File: src/hdl/dec_consts.svh
// ==============================
// Opcode values and field widths of the decode stage
// The widths must agree with the instruction union in dec_pkg
// ==============================

`ifndef DEC_CONSTS_SVH
`define DEC_CONSTS_SVH

// Field widths of the 32-bit instruction word
`define DEC_OP_W      7
`define DEC_REG_W     5
`define DEC_IMM_W     15
`define DEC_FUNC_W    10

// Implemented opcodes, anything else decodes as unimplemented
`define DEC_OP_NOP    7'h00
`define DEC_OP_LOAD   7'h03
`define DEC_OP_FENCE  7'h0f
`define DEC_OP_ADDI   7'h13
`define DEC_OP_STORE  7'h23
`define DEC_OP_MUL    7'h31
`define DEC_OP_DIV    7'h32
`define DEC_OP_ADD    7'h33
`define DEC_OP_BRANCH 7'h63
`define DEC_OP_CSR    7'h73

// Registers from this number up are reserved for machine mode
`define DEC_PRIV_REG  5'd28

// Low immediate byte that marks a synchronizing fence
`define DEC_SYNC_CODE 8'hff

`endif

File: src/hdl/dec_pkg.sv
// ==============================
// Shared types of the decode stage
// Field layout follows the widths in dec_consts.svh
// ==============================

`include "dec_consts.svh"

package dec_pkg;

	// ==============================
	// Instruction word
	// ==============================

	// Register format, used by ADD, MUL and DIV
	// The function field is carried but not decoded by this stage
	typedef struct packed {
		logic [`DEC_FUNC_W-1:0] func;
		logic [`DEC_REG_W-1:0]  rs2;
		logic [`DEC_REG_W-1:0]  rs1;
		logic [`DEC_REG_W-1:0]  rd;
		logic [`DEC_OP_W-1:0]   opcode;
	} instr_r_t;

	// Immediate format, shares opcode, rd and rs1 with the register format
	// The immediate is signed and occupies the top fifteen bits
	typedef struct packed {
		logic [`DEC_IMM_W-1:0] imm;
		logic [`DEC_REG_W-1:0] rs1;
		logic [`DEC_REG_W-1:0] rd;
		logic [`DEC_OP_W-1:0]  opcode;
	} instr_i_t;

	// The same word seen through either format
	// The opcode sits in the same bits of both views, so either may be used to select
	typedef union packed {
		instr_r_t r;
		instr_i_t i;
	} instr_u;

	// ==============================
	// Mode and fault cause
	// ==============================

	// User mode may not name the privileged registers
	typedef enum logic {
		mode_user    = 1'b0,
		mode_machine = 1'b1
	} op_mode_e;

	// Fault reported alongside the decode result
	// The stage only reports a cause, a later stage raises the exception
	typedef enum logic [1:0] {
		cause_none   = 2'd0,
		cause_badreg = 2'd1,
		cause_unimp  = 2'd2
	} cause_e;

endpackage

File: src/hdl/dec_const.sv
// ==============================
// Immediate extraction, purely combinational
// Only the immediate format carries a constant
// ==============================

`include "dec_consts.svh"

module dec_const (
	input  dec_pkg::instr_u instr,
	output logic [31:0]     imm,
	output logic            has_imm
);

	// Sign-extended copy of the immediate field
	logic [31:0] imm_sext;

	// Replicate the top immediate bit into the upper word
	assign imm_sext = {{(32 - `DEC_IMM_W){instr.i.imm[`DEC_IMM_W-1]}}, instr.i.imm};

	always_comb begin
		imm = 32'd0;
		has_imm = 1'b0;
		case (instr.i.opcode)
			// Every immediate-format opcode passes the constant on
			// FENCE carries it too, its low byte selects the synchronizing form
			`DEC_OP_ADDI,
			`DEC_OP_LOAD,
			`DEC_OP_STORE,
			`DEC_OP_BRANCH,
			`DEC_OP_CSR,
			`DEC_OP_FENCE: begin
				imm = imm_sext;
				has_imm = 1'b1;
			end
			// Register format, NOP and unknown opcodes have no constant
			default: begin
				imm = 32'd0;
				has_imm = 1'b0;
			end
		endcase
	end

endmodule

File: src/hdl/dec_regs.sv
// ==============================
// Register specifier decode and privilege check
// Unknown opcodes are read in register format so their specifiers are still checked
// ==============================

`include "dec_consts.svh"

module dec_regs (
	input  dec_pkg::op_mode_e     om,
	input  dec_pkg::instr_u       instr,
	output logic [`DEC_REG_W-1:0] rs1,
	output logic [`DEC_REG_W-1:0] rs2,
	output logic [`DEC_REG_W-1:0] rd,
	output logic                  rs1z,
	output logic                  rs2z,
	output logic                  rdz,
	output logic                  has_rs2,
	output logic                  badreg
);

	// Which specifiers the opcode names
	logic use_rs1;
	logic use_rs2;
	logic use_rd;
	// Second source taken from the rd field, as for STORE and BRANCH
	logic rs2_from_rd;

	always_comb begin
		use_rs1 = 1'b1;
		use_rs2 = 1'b1;
		use_rd = 1'b1;
		rs2_from_rd = 1'b0;
		case (instr.r.opcode)
			`DEC_OP_ADD, `DEC_OP_MUL, `DEC_OP_DIV: begin
				use_rs2 = 1'b1;
			end
			// Immediate forms write rd from rs1 and the constant
			`DEC_OP_ADDI, `DEC_OP_LOAD, `DEC_OP_CSR: begin
				use_rs2 = 1'b0;
			end
			// No destination, the rd field holds the second source
			`DEC_OP_STORE, `DEC_OP_BRANCH: begin
				use_rd = 1'b0;
				rs2_from_rd = 1'b1;
			end
			`DEC_OP_FENCE, `DEC_OP_NOP: begin
				use_rs1 = 1'b0;
				use_rs2 = 1'b0;
				use_rd = 1'b0;
			end
			// Unknown opcodes keep all three register-format specifiers
			default: begin
				use_rd = 1'b1;
			end
		endcase
	end

	// Unused specifiers read as register zero
	assign rs1 = use_rs1 ? instr.r.rs1 : '0;
	assign rs2 = !use_rs2 ? '0 : (rs2_from_rd ? instr.i.rd : instr.r.rs2);
	assign rd = use_rd ? instr.r.rd : '0;

	// A zero flag marks a specifier the instruction does not name
	assign rs1z = !use_rs1;
	assign rs2z = !use_rs2;
	assign rdz = !use_rd;
	assign has_rs2 = use_rs2;

	// Unused specifiers are zero, so only named registers can trip the check
	assign badreg = (om == dec_pkg::mode_user) &&
		(rs1 >= `DEC_PRIV_REG || rs2 >= `DEC_PRIV_REG || rd >= `DEC_PRIV_REG);

endmodule

File: src/hdl/dec_class.sv
// ==============================
// Opcode classification into functional-unit flags
// At most one unit group is active, an unknown opcode sets only unimp
// ==============================

`include "dec_consts.svh"

module dec_class (
	input  dec_pkg::instr_u instr,
	output logic            nop,
	output logic            alu,
	output logic            mul,
	output logic            div,
	output logic            load,
	output logic            store,
	output logic            branch,
	output logic            fence,
	output logic            csr,
	output logic            sync,
	output logic            unimp
);

	always_comb begin
		nop = 1'b0;
		alu = 1'b0;
		mul = 1'b0;
		div = 1'b0;
		load = 1'b0;
		store = 1'b0;
		branch = 1'b0;
		fence = 1'b0;
		csr = 1'b0;
		sync = 1'b0;
		unimp = 1'b0;
		case (instr.r.opcode)
			`DEC_OP_ADD, `DEC_OP_ADDI: begin
				alu = 1'b1;
			end
			`DEC_OP_MUL: begin
				mul = 1'b1;
			end
			`DEC_OP_DIV: begin
				div = 1'b1;
			end
			`DEC_OP_LOAD: begin
				load = 1'b1;
			end
			`DEC_OP_STORE: begin
				store = 1'b1;
			end
			// Branch compare and CSR read-modify run through the ALU as well
			`DEC_OP_BRANCH: begin
				alu = 1'b1;
				branch = 1'b1;
			end
			`DEC_OP_CSR: begin
				alu = 1'b1;
				csr = 1'b1;
			end
			// A fence whose low immediate byte is all ones also synchronizes
			`DEC_OP_FENCE: begin
				fence = 1'b1;
				sync = (instr.i.imm[7:0] == `DEC_SYNC_CODE);
			end
			`DEC_OP_NOP: begin
				nop = 1'b1;
			end
			default: begin
				unimp = 1'b1;
			end
		endcase
	end

endmodule

File: src/hdl/dec_stage.sv
// ==============================
// Decode stage top level, one cycle from an enabled edge to the outputs
// Outputs hold while en is low; there is no other back-pressure
// Reset and an invalid word both register a bubble
// ==============================

module dec_stage (
	input  logic              clk,
	input  logic              rst,
	input  logic              en,
	input  logic              instr_valid,
	input  dec_pkg::op_mode_e om,
	input  dec_pkg::instr_u   instr,
	output logic              valid,
	output logic              nop,
	output logic              alu,
	output logic              mul,
	output logic              div,
	output logic              load,
	output logic              store,
	output logic              mem,
	output logic              branch,
	output logic              fence,
	output logic              sync,
	output logic              csr,
	output logic [4:0]        rs1,
	output logic [4:0]        rs2,
	output logic [4:0]        rd,
	output logic              rs1z,
	output logic              rs2z,
	output logic              rdz,
	output logic              has_rs2,
	output logic              has_imm,
	output logic [31:0]       imm,
	output dec_pkg::cause_e   cause
);

	// Combinational decode results
	logic d_nop, d_alu, d_mul, d_div, d_load, d_store;
	logic d_branch, d_fence, d_csr, d_sync, d_unimp;
	logic [4:0] d_rs1, d_rs2, d_rd;
	logic d_rs1z, d_rs2z, d_rdz, d_has_rs2, d_badreg;
	logic [31:0] d_imm;
	logic d_has_imm;
	dec_pkg::cause_e d_cause;

	// ==============================
	// Decoders
	// ==============================

	dec_const i_dec_const (
		.instr   (instr),
		.imm     (d_imm),
		.has_imm (d_has_imm)
	);

	dec_regs i_dec_regs (
		.om      (om),
		.instr   (instr),
		.rs1     (d_rs1),
		.rs2     (d_rs2),
		.rd      (d_rd),
		.rs1z    (d_rs1z),
		.rs2z    (d_rs2z),
		.rdz     (d_rdz),
		.has_rs2 (d_has_rs2),
		.badreg  (d_badreg)
	);

	dec_class i_dec_class (
		.instr  (instr),
		.nop    (d_nop),
		.alu    (d_alu),
		.mul    (d_mul),
		.div    (d_div),
		.load   (d_load),
		.store  (d_store),
		.branch (d_branch),
		.fence  (d_fence),
		.csr    (d_csr),
		.sync   (d_sync),
		.unimp  (d_unimp)
	);

	// Unimplemented outranks a bad register
	assign d_cause = d_unimp ? dec_pkg::cause_unimp :
		(d_badreg ? dec_pkg::cause_badreg : dec_pkg::cause_none);

	// ==============================
	// Output register
	// ==============================

	always_ff @(posedge clk) begin
		if (rst || (en && !instr_valid)) begin
			// Bubble: a NOP with no destination and no fault
			valid <= 1'b0;
			{nop, alu, mul, div, load, store, mem} <= 7'b1000000;
			{branch, fence, sync, csr} <= 4'b0000;
			{rs1, rs2, rd} <= 15'd0;
			{rs1z, rs2z, rdz, has_rs2} <= 4'b0010;
			has_imm <= 1'b0;
			imm <= 32'd0;
			cause <= dec_pkg::cause_none;
		end else if (en) begin
			valid <= 1'b1;
			// An unknown opcode travels on as a NOP carrying its cause
			nop <= d_nop | d_unimp;
			{alu, mul, div, load, store} <= {d_alu, d_mul, d_div, d_load, d_store};
			mem <= d_load | d_store;
			{branch, fence, sync, csr} <= {d_branch, d_fence, d_sync, d_csr};
			{rs1, rs2, rd} <= {d_rs1, d_rs2, d_rd};
			{rs1z, rs2z, rdz, has_rs2} <= {d_rs1z, d_rs2z, d_rdz, d_has_rs2};
			has_imm <= d_has_imm;
			imm <= d_imm;
			cause <= d_cause;
		end
	end

endmodule

File: config.mk
export PLATFORM = sky130hd
export DESIGN_NAME = dec_stage
export DESIGN_NICKNAME = d
export VERILOG_FILES = /design/src/hdl/dec_pkg.sv /design/src/hdl/dec_const.sv /design/src/hdl/dec_regs.sv /design/src/hdl/dec_class.sv /design/src/hdl/dec_stage.sv
export VERILOG_INCLUDE_DIRS = /design/src /design/src/hdl
export SDC_FILE = /design/constraint.sdc
export NUM_CORES = 1
export LEC_CHECK = 0
export BUFFER_PORTS_ARGS = -buffer_cell sky130_fd_sc_hd__buf_2
export CELL_PAD_IN_SITES_DETAIL_PLACEMENT = 2
export CELL_PAD_IN_SITES_GLOBAL_PLACEMENT = 2
export CORE_UTILIZATION = 26
export DETAILED_ROUTE_END_ITERATION = 6
export PLACE_DENSITY_LB_ADDON = 0.25
export SYNTH_ARGS = -nofsm -noshare
export SYNTH_HDL_FRONTEND = slang
export SYNTH_SLANG_ARGS = --single-unit
File: constraint.sdc
create_clock -name clk -period 1.8 [get_ports clk]
set_input_delay 0 -clock clk [delete_from_list [all_inputs] [get_ports clk]]
set_output_delay 0 -clock clk [all_outputs]
set_load 0.005 [all_outputs]
# After elaboration in Yosys (flattened, before gate mapping)
# Index checks and enable logic that the tools add are counted.
# word_totals
out_inout_bits,66
in_bits,37
word_cells,73
ff_bits,66
# op_classes
mux,21
n_bitwise,3
n_reduce_logical,14
n_eq_ne,10
n_lt_le_gt_ge,3
# ops
op,count
$mux 32,1
$eq 7x6->1 const B,4
$mux 5,4
$ge 5x5->1 const B,3
$mux 1,15
$eq 7x7->1 const B,2
$reduce_or 10->1,1
$eq 8x8->1 const B,1
$reduce_or 4->1,2
$eq 7x2->1 const B,1
$eq 7x4->1 const B,1
$eq 7x5->1 const B,1
$logic_not 7->1,1
$reduce_or 6->1,1
$reduce_or 5->1,1
$reduce_or 2->1,2
$logic_or 1x1->1,3
$logic_and 1x1->1,2
$mux 2,1
$or 1x1->1,2
$logic_not 1->1,1
$not 1->1,1

# Longest topological paths before layout
# Gate-level depths: netlist of run 1.
# logic_depth
depth_word,11
ltp_mapped,7
mapped_depth_nobuf,5

# By module
# Synthesis of run 1 repeated with hierarchy kept, for this count alone.
# unflattened
cells_unflattened,415
area_unflattened_um2,3434.5
# modules_own_cells
module,cells_per_inst,instances,area_per_inst_um2
dec_stage,291,1,2595.0
dec_regs,52,1,341.6
dec_const,39,1,296.5
dec_class,33,1,201.4

# Worst setup path before layout of run 1
# No wires, ideal clock.
# synth_timing
path_type,in2reg
start,input instr[5] in the netlist's numbering
end,register nop
arrival_time_ps,1252
stages,6
setup_slack_ps,426
setup_ps,122
path_buffers,1
cell_sequence,buf_2 -> or3_4 -> nor4_2 -> nor3_1 -> a211o_1 -> o32a_1
# synth_via
elab_chain_cells,4
elab_cells_between_ends,14
# synth_rtl
item,line,text
from (decl),dec_stage.sv:13,"input dec_pkg::instr_u instr,"
$eq 7x6->1 (tied with other cells),dec_class.sv:35,case (instr.r.opcode)
$reduce_or 10->1 (no source line),--,
$mux 1,dec_class.sv:35,
$or 1x1->1 (*),dec_stage.sv:107,nop <= d_nop | d_unimp;
to (signal assigned),dec_stage.sv:107,
to (decl),dec_stage.sv:15,"output logic nop,"
# Mark *: on every way between the ends. The rest lies on a longest branch, timed or not.
# A chain may end at the register's enable or synchronous reset.

# Worst setup path in the final report of run 1
# layout_timing
start,input instr[0] in the netlist's numbering
end,register cause[0]
# layout_via
elab_chain_cells,11
elab_cells_between_ends,28
# layout_rtl
item,line,text
$eq 7x6->1 / $eq 7x7->1 (equally long branches),"dec_regs.sv:33, dec_class.sv:35",
$reduce_or 2->1,dec_regs.sv:33,case (instr.r.opcode)
$mux 1,dec_regs.sv:33,
$mux 5 (2 in series),dec_regs.sv:60,assign rs2 = !use_rs2 ? '0 : (rs2_from_rd ? instr.i.rd : instr.r.rs2);
$ge 5x5->1 (no source line),--,
$logic_or 1x1->1 (no source line) (2 in series),--,
$logic_and 1x1->1,dec_regs.sv:70,assign badreg = (om == dec_pkg::mode_user) &&
$mux 1,dec_stage.sv:87,(d_badreg ? dec_pkg::cause_badreg : dec_pkg::cause_none);
$mux 2 (*),dec_stage.sv:86,assign d_cause = d_unimp ? dec_pkg::cause_unimp :
to (signal assigned),dec_stage.sv:103,cause <= dec_pkg::cause_none;
to (signal assigned),dec_stage.sv:115,cause <= d_cause;
to (decl),dec_stage.sv:35,output dec_pkg::cause_e cause
# Marked as above.

==> flow_summary.json, run 1 <==
{
  "status": "complete, no violations",
  "power_switching_share_pct": 25.0,
  "crit_path_start_kind": "input pin",
  "grt_usage_pct": 17.1,
  "io_pins": 103,
  "final.min_clock_period_ns": 1.32,
  "synthDominantCellAreaShare_pct": 43.1,
  "post-dp-hpwl_um": 5380,
  "cpMostUsedCell": "a21oi_1",
  "cts_buffers": 5,
  "htree_num_levels": 2,
  "finalHoldViolCount": 0,
  "avgSynthCellArea_um2": 9.20,
  "multi_input_area_um2": 1070,
  "grt_pass1_vias": 2337,
  "seq_area_um2": 981,
  "synth_nets": 284,
  "cts_setup_buffers": 0,
  "clockRootBuffer": "clkbuf_8",
  "finalSetupTns_ns": 0,
  "yosys_warnings": 0,
  "hold_path.class": "in2reg",
  "nNetsFinal": 394,
  "cts.sinks": 49,
  "ys_seq_area_share_pct": 43.1,
  "drt-total-wl_um": 7450,
  "dp_slack_ns": 0.156,
  "gp_congestion": 0.726,
  "power.density_nw_per_um2": 721,
  "timing.fmax_mhz": 758,
  "pwr-share-seq_pct": 49.3,
  "crit_start": "instr[0]",
  "fp.dieW_um": 95.5,
  "clk_path_buf_depth": 2,
  "n_antenna_cell": 0,
  "p_clk_share_pct": 36.8,
  "worstPathMaxFanout": 7,
  "drive_gt1_share_pct": 42.5,
  "synth_ff_type": "dfxtp_1",
  "port_buffers": 102,
  "syn_to_final_growth_pct": 39.1,
  "vias": 2196,
  "path_cells": "buf_2 > or4_1 > a21oi_1 > a21oi_1 > a31oi_1 > o32ai_2",
  "comb_power_share_pct": 13.9,
  "worstPathArrival_ns": 1.50,
  "endpoint": "cause[0]$_SDFFE_PP0P_",
  "worstPathRequired_ns": 1.98,
  "initial_core_util_pct": 27.3,
  "grt_first_pass_wirelength_um": 11900,
  "synthTopCellsByArea": "dfxtp_1 43%, buf_4 6.3%, nor2_1 5.6%",
  "internal_power_mw": 1.71,
  "die_h_um": 95.5,
  "fp.coreArea_um2": 8340,
  "routedWlPerCell_um": 16.1,
  "relSlewSlack_pct": 60.2,
  "drc_errors": 0,
  "synth_cell_types": 46,
  "synthArstFlopShare_pct": 0,
  "path_depth": 6,
  "synth_area_leader_cell": "dfxtp_1",
  "num_rows": 33,
  "cts_tree": "yes",
  "antenna_found_initial": 0,
  "critPathKind": "in2reg",
  "drtAntennaViolNets": 0,
  "crit_family": "compound AO/OA/AOI/OAI gates",
  "period_share_pct": 73.3,
  "rsz0062_at_grt": "false",
  "skew_ns": 0,
  "slew_viol_final": 0,
  "placed_area_um2": 2790,
  "finalWorstSetupSlack_ns": 0.481,
  "regToRegSetupSlack_ns": 0.89,
  "slowest_delay_ns": 0.59,
  "ys_ff_latch": 49,
  "crit_path_end_kind": "flop",
  "vias_per_cell": 4.74,
  "first_pass_iters": 4,
  "ir_drop_v": 0.000349,
  "clk_pin_slew_ns": 0.09,
  "die-area_um2": 9120,
  "crit_slowest_cell": "or4_1",
  "grt_overflow": 0,
  "rr_startpoint": "imm[30]$_SDFFE_PP0P_",
  "syn_area_um2": 2270,
  "synth_edf_count": 0,
  "p_leak_nw": 1.41,
  "setup_viol": 0,
  "grt_max_degree": 36,
  "rr_worst_depth": 2,
  "fin_area_um2": 3160,
  "rr_endpoint": "imm[30]$_SDFFE_PP0P_",
  "drt_iter0_drc": 45,
  "synthCells": 247,
  "worst_pin_slew_ns": 0.596,
  "cap_violations": 0,
  "critPathBufInv": 1,
  "final.fill_count": 994,
  "power.switching_uw": 569,
  "clk_latency_ns": 0.30
}
## power by group through the flow
stage               clock network [mW]  registers, mW  logic [mW]
finish                           0.839           1.12       0.317
detailed placement                   0           1.15       0.279
floorplan                            0           1.15       0.139
CTS                              0.880           1.13       0.321
global placement                     0           1.15       0.272
global route                     0.914           1.13       0.349
## synth_stat cells, types with 2 or more instances
cell	n
buf_6	2
nand2_1	11
o211ai_1	2
a22oi_1	6
dfxtp_1	49
inv_1	4
nand4_1	4
nor2b_1	7
a32oi_1	2
a22oi_2	9
mux2i_1	6
nand3_1	11
buf_2	3
a31oi_1	7
nor3_1	4
mux2_2	5
clkbuf_1	7
nor2_1	34
a21oi_1	19
a21o_1	2
buf_1	2
buf_4	19
nor2_2	9
## routing by layer
metal  up-vias  wire (µm)  global-route usage, %
li1       1071          -                      -
met3         4        408                   3.83
met5         -          0                      0
met2        68       3770                   31.1
met1      1053       3220                   20.4
met4         0         42                   3.73
## cell families (layout without fill, tap and decap cells)
kind of cell,after synthesis,after routing,synth area share [%]
buf+inv,37,148,10.1
mux,11,11,5.12
flops,49,49,43.1
fa+ha+maj,1,1,0.440
compound gates,57,57,20.4
simple gates,91,91,20.4
xor+xnor,1,1,0.385
## how the worst min path moves through the flow
stage / end / from / depth (start not counted) / slack [ns]
floorplan: cause[0]$_SDFFE_PP0P_ / om / 1 / 0.12
global placement: cause[0]$_SDFFE_PP0P_ / om / 2 / 0.22
detailed placement: cause[0]$_SDFFE_PP0P_ / om / 2 / 0.22
CTS: rd[4]$_SDFFE_PP0P_ / instr[11] / 3 / 0.007
global route: rd[4]$_SDFFE_PP0P_ / instr[11] / 3 / 0.03
finish: rd[2]$_SDFFE_PP0P_ / instr[9] / 3 / 0.01
## state kept, by name (all words and copies together), names as in the netlist, 2 cells and up
register and flops:
rd 5, rs2 5, imm 15, cause 2
rs1 5
## cells in the final DEF, fill, tap and decap left out, types with 2 or more instances in the layout
| cell type | count |
|---|---|
| a21o_1 | 2 |
| a21oi_1 | 19 |
| a22oi_1 | 6 |
| a22oi_2 | 9 |
| a31oi_1 | 7 |
| a32oi_1 | 2 |
| buf_2 | 102 |
| buf_4 | 8 |
| clkbuf_8 | 6 |
| dfxtp_1 | 49 |
| dlygate4sd3_1 | 25 |
| inv_1 | 3 |
| mux2_2 | 5 |
| mux2i_1 | 6 |
| nand2_1 | 11 |
| nand3_1 | 11 |
| nand4_1 | 4 |
| nor2_1 | 34 |
| nor2_2 | 9 |
| nor2b_1 | 7 |
| nor3_1 | 4 |
| o211ai_1 | 2 |
## what timing repair did
action	in CTS	in global routing
hold buffers	25	0
endpoints found under the hold margin	26	0
resized for setup	0	0
## metrics by stage
| step | utilization [%] | cells | hold slack, ns | power [mW] |
|---|---|---|---|---|
| 6_report | 37.9 | 463 | 0.0139 | 2.28 |
| 2_1_floorplan | - | 247 | 0.118 | 1.29 |
| 3_3_place_gp | 33.5 | 430 | 0.224 | 1.42 |
| 4_1_cts | 37.9 | 463 | 0.00710 | 2.33 |
| 5_1_grt | 37.9 | 463 | 0.0269 | 2.39 |
| 3_5_place_dp | 33.5 | 430 | 0.222 | 1.43 |
## cell type report
class	count	area share, %
Clock buffer	6	2.61
Clock inverter	2	1.19
Inverter	4	0.475
Multi-Input combinational cell	161	34.0
Sequential cell	49	31.0
Tap cell	105	4.15
Timing Repair Buffer	136	26.6
## worst register-to-register path, delay by kind of cell (launching register included)
family	cells	cell delay, ns
AOI/OAI and AO/OA	1	0.16
and+or+nand+nor	1	0.11
DFF	1	0.59
(Power assumes the default switching activity.)
==> run 2: changes to the inputs <==
- clock period: 1.8 -> 1.3 ns (I/O delays scaled with it)
==> flow_summary.json, run 2 (synthesized netlist as in run 1, its figures left out) <==
{
  "rsz0062_at_grt": "false",
  "rr_worst_depth": 3,
  "finalHoldViolCount": 0,
  "crit_start": "instr[6]",
  "pwr-share-seq_pct": 52.5,
  "worstPathRequired_ns": 1.55,
  "fp.coreArea_um2": 8340,
  "grt_max_degree": 24,
  "crit_path_end_kind": "flop",
  "initial_core_util_pct": 27.3,
  "routedWlPerCell_um": 16.3,
  "first_pass_iters": 4,
  "grt_pass1_vias": 2435,
  "power.density_nw_per_um2": 896,
  "p_leak_nw": 1.51,
  "drc_errors": 0,
  "syn_to_final_growth_pct": 45.6,
  "vias": 2301,
  "drtAntennaViolNets": 0,
  "largest_reg_flops": 15,
  "clk_latency_ns": 0.30,
  "final.min_clock_period_ns": 1.21,
  "p_clk_share_pct": 31.3,
  "grt_first_pass_wirelength_um": 12500,
  "fp.dieW_um": 95.5,
  "skew_ns": 0,
  "nNetsFinal": 416,
  "placed_cells": 451,
  "fin_area_um2": 3310,
  "timing.fmax_mhz": 824,
  "most-common-layout-cells": "102 x buf_2, 49 x dfxtp_1, 34 x nor2_1, 29 x buf_4, 26 x dlygate4sd3_1",
  "gp_congestion": 0.707,
  "port_buffers": 102,
  "grt_overflow": 0,
  "slew_viol_final": 0,
  "whs_ns": 0.0220,
  "drt-total-wl_um": 7930,
  "power_switching_share_pct": 27.6,
  "clk_path_buf_depth": 2,
  "period_share_pct": 93.3,
  "internal_power_mw": 2.15,
  "vias_per_cell": 4.73,
  "fin_cells": 486,
  "final_common_cell": "buf_2",
  "final_util_pct": 39.7,
  "htree_num_levels": 2,
  "hold_path.class": "in2reg",
  "die_h_um": 95.5,
  "worstPathMaxFanout": 7,
  "regToRegSetupSlack_ns": 0.50,
  "ir_drop_v": 0.000418,
  "finalSetupTns_ns": 0,
  "placed_area_um2": 2960,
  "antenna_found_initial": 1,
  "num_rows": 33,
  "io_pins": 103,
  "die-area_um2": 9120,
  "power.switching_uw": 819,
  "top_register": "imm",
  "clockRootBuffer": "clkbuf_8",
  "rr_startpoint": "rs2[4]$_SDFFE_PP0P_",
  "setup_viol": 0,
  "worstPathArrival_ns": 1.46,
  "crit_path_start_kind": "input pin",
  "rr_endpoint": "rs2[4]$_SDFFE_PP0P_",
  "clk_pin_slew_ns": 0.10,
  "critPathKind": "in2reg",
  "drt_iter0_drc": 58,
  "endpoint": "rs2[4]$_SDFFE_PP0P_",
  "post-dp-hpwl_um": 5730,
  "relSlewSlack_pct": 65.5,
  "cts.sinks": 49,
  "drive_gt1_share_pct": 46.1,
  "cts_tree": "yes",
  "cap_violations": 0,
  "grt_usage_pct": 18.3,
  "cts_buffers": 5,
  "status": "complete, no violations",
  "comb_power_share_pct": 16.3,
  "worst_pin_slew_ns": 0.517,
  "final.fill_count": 972
}
run 2: worst max-delay path: stages:
cell and delay (ns):
buf_2 0.12, buf_4 0.16, and2_1 0.18, and3_1 0.25, a211oi_2 0.44, a31oi_1 0.19
nor2_1 0.12
run 2: routing by layer:
layer  wire length, µm  GRT usage (%)  vias to the layer above
li1                  -              -                     1116
met1              3400           21.8                     1116
met2              4120           33.6                       63
met3               331           2.95                        6
met4                68           4.98                        0
met5                 0              0                        -
run 2: what timing repair did:
item / in CTS / in global routing
endpoints found under the setup margin: 0 / 1
buffers inserted: 0 / 0
resized for setup: 0 / 1
hold buffers: 26 / 0
endpoints found under the hold margin: 27 / 0
run 2: final cells by class:
cell class / instances / area (µm²) / share of cell area [%]
Clock inverter: 3 / 17.5 / 0.529
Sequential cell: 49 / 981 / 29.6
Timing Repair Buffer: 158 / 1010 / 30.5
Multi-Input combinational cell: 161 / 1080 / 32.8
Clock buffer: 5 / 68.8 / 2.08
Inverter: 4 / 15.0 / 0.454
Tap cell: 105 / 131 / 3.97
Antenna cell: 1 / 2.50 / 0.0756
run 2: metrics by stage:
step / power [mW] / worst slack, ns
after global routing: 3.12 / 0.0199
after detailed placement: 2.02 / -0.291
after CTS: 3.02 / 0.0439
after floorplan: 1.79 / 0.00875
after global placement: 2.00 / -0.258
final: 2.97 / 0.0866
run 2: worst min-delay path by stage:
stage | startpoint | to | slack (ns) | cells past startpoint
final | instr[0] | mul$_SDFFE_PP0P_ | 0.02 | 3
after global routing | instr[11] | rd[4]$_SDFFE_PP0P_ | 0.03 | 3
after CTS | instr[11] | rd[4]$_SDFFE_PP0P_ | 0.02 | 3
after detailed placement | om | cause[0]$_SDFFE_PP0P_ | 0.23 | 2
after global placement | om | cause[0]$_SDFFE_PP0P_ | 0.23 | 2
after floorplan | om | cause[0]$_SDFFE_PP0P_ | 0.12 | 1
run 2: power groups by stage:
stage	logic (mW)	registers, mW	clock network (mW)
final	0.482	1.56	0.928
after global routing	0.530	1.56	1.02
after CTS	0.485	1.56	0.972
after detailed placement	0.423	1.59	0
after global placement	0.410	1.59	0
after floorplan	0.196	1.59	0
==> run 3: changes to the inputs <==
- clock period: 1.3 -> 1.37 ns (I/O delays scaled with it)
==> flow_summary.json, run 3 (synthesized netlist as in run 1, its figures left out) <==
{
  "fp.coreArea_um2": 8340,
  "final_common_cell": "buf_2",
  "hold_path.class": "in2reg",
  "placed_area_um2": 2950,
  "internal_power_mw": 2.22,
  "finalWorstSetupSlack_ns": 0.113,
  "worstPathRequired_ns": 1.59,
  "vias_per_cell": 4.74,
  "cts_setup_buffers": 0,
  "crit_path_start_kind": "input pin",
  "dp_slack_ns": -0.269,
  "clk_path_buf_depth": 2,
  "rsz0062_at_grt": "false",
  "final_util_pct": 39.6,
  "rr_startpoint": "rs2[3]$_SDFFE_PP0P_",
  "grt_usage_pct": 18.0,
  "fp.dieW_um": 95.5,
  "status": "complete, but fails checks",
  "p_leak_nw": 1.51,
  "first_pass_iters": 4,
  "cts_buffers": 5,
  "die_h_um": 95.5,
  "relSlewSlack_pct": 65.1,
  "grt_pass1_vias": 2467,
  "fin_cells": 483,
  "port_buffers": 102,
  "clockRootBuffer": "clkbuf_8",
  "finalSetupTns_ns": 0,
  "drive_gt1_share_pct": 45.9,
  "ir_drop_v": 0.000625,
  "post-dp-hpwl_um": 5630,
  "critPathKind": "in2reg",
  "grt_overflow": 0,
  "drt-total-wl_um": 7950,
  "violations": "negative hold slack",
  "clk_pin_slew_ns": 0.09,
  "pwr-share-seq_pct": 49.7,
  "finalHoldViolCount": 1,
  "drc_errors": 0,
  "whs_ns": -0.00653,
  "top_register": "imm",
  "gp_congestion": 0.760,
  "timing.fmax_mhz": 795,
  "cap_violations": 0,
  "fin_area_um2": 3300,
  "setup_viol": 0,
  "routedWlPerCell_um": 16.5,
  "cts.sinks": 49,
  "power.density_nw_per_um2": 901,
  "io_pins": 103,
  "vias": 2291,
  "power.switching_uw": 755,
  "skew_ns": 0,
  "die-area_um2": 9120,
  "grt_first_pass_wirelength_um": 12400,
  "syn_to_final_growth_pct": 45.3,
  "slew_viol_final": 0,
  "drt_iter0_drc": 26,
  "worstPathMaxFanout": 5,
  "initial_core_util_pct": 27.3,
  "grt_max_degree": 19,
  "htree_num_levels": 2,
  "power_switching_share_pct": 25.4,
  "placed_cells": 451,
  "cts_tree": "yes",
  "antenna_found_initial": 1,
  "worstPathArrival_ns": 1.47,
  "crit_start": "instr[0]",
  "drtAntennaViolNets": 0,
  "largest_reg_flops": 15,
  "clk_latency_ns": 0.30,
  "comb_power_share_pct": 15.1,
  "crit_path_end_kind": "flop",
  "worst_pin_slew_ns": 0.523,
  "final.min_clock_period_ns": 1.26,
  "worstHoldStart": "instr[10]",
  "nNetsFinal": 414,
  "num_rows": 33,
  "p_clk_share_pct": 35.2,
  "period_share_pct": 91.8,
  "most-common-layout-cells": "102 x buf_2, 49 x dfxtp_1, 34 x nor2_1, 29 x buf_4, 24 x dlygate4sd3_1"
}
==> run 3: area by class of cell <==
cell class / count / area (µm²)
multi-input cells: 161 / 1080
diodes: 1 / 2.50
inverters: 4 / 15.0
fillers: 978 / 5040
well taps: 105 / 131
clock inverters: 2 / 38.8
clock buffers: 5 / 68.8
flip-flops and latches: 49 / 981
repair buffers: 156 / 988
==> run 3: worst paths after layout <==
kind         cells past startpoint  slack (ns)                     to
min                              3      -0.007     rd[3]$_SDFFE_PP0P_
max                              6        0.11  cause[0]$_SDFFE_PP0P_
min reg2reg                      2        0.47    rs1[4]$_SDFFE_PP0P_
max reg2reg                      3        0.57    rs2[3]$_SDFFE_PP0P_
==> run 3: worst max-delay path: stages <==
cell and delay [ns]:
buf_2 0.12, or4_1 0.60, nor2_1 0.17, nor3_1 0.08, a211o_1 0.30, o32ai_2 0.20
==> run 3: stage by stage <==
stage / hold WS, ns / total power [mW]
after floorplan: 0.118 / 1.69
after global routing: 0.0328 / 3.13
after CTS: 0.000166 / 3.03
after detailed placement: 0.237 / 1.91
after global placement: 0.223 / 1.90
final: -0.00653 / 2.98
==> run 3: what timing repair did <==
| action | in CTS | in global routing |
|---|---|---|
| endpoints found under the hold margin | 25 | 0 |
| gates resized for setup | 0 | 1 |
| setup endpoints to repair | 0 | 5 |
| hold buffers | 24 | 0 |
==> run 3: power by group through the flow <==
stage          Combinational, mW  Sequential [mW]  Clock (mW)
6_report                   0.451             1.48        1.05
5_1_grt                    0.498             1.48        1.15
4_1_cts                    0.455             1.48        1.10
3_5_place_dp               0.400             1.51           0
3_3_place_gp               0.390             1.51           0
2_1_floorplan              0.182             1.51           0
==> run 3: layer usage <==
| metal | vias to the layer above | wire, µm | GRT usage (%) |
|---|---|---|---|
| met4 | 0 | 157 | 4.73 |
| met5 | - | 0 | 0 |
| met2 | 71 | 3920 | 32.4 |
| li1 | 1114 | - | - |
| met1 | 1092 | 3480 | 21.6 |
| met3 | 14 | 390 | 3.75 |
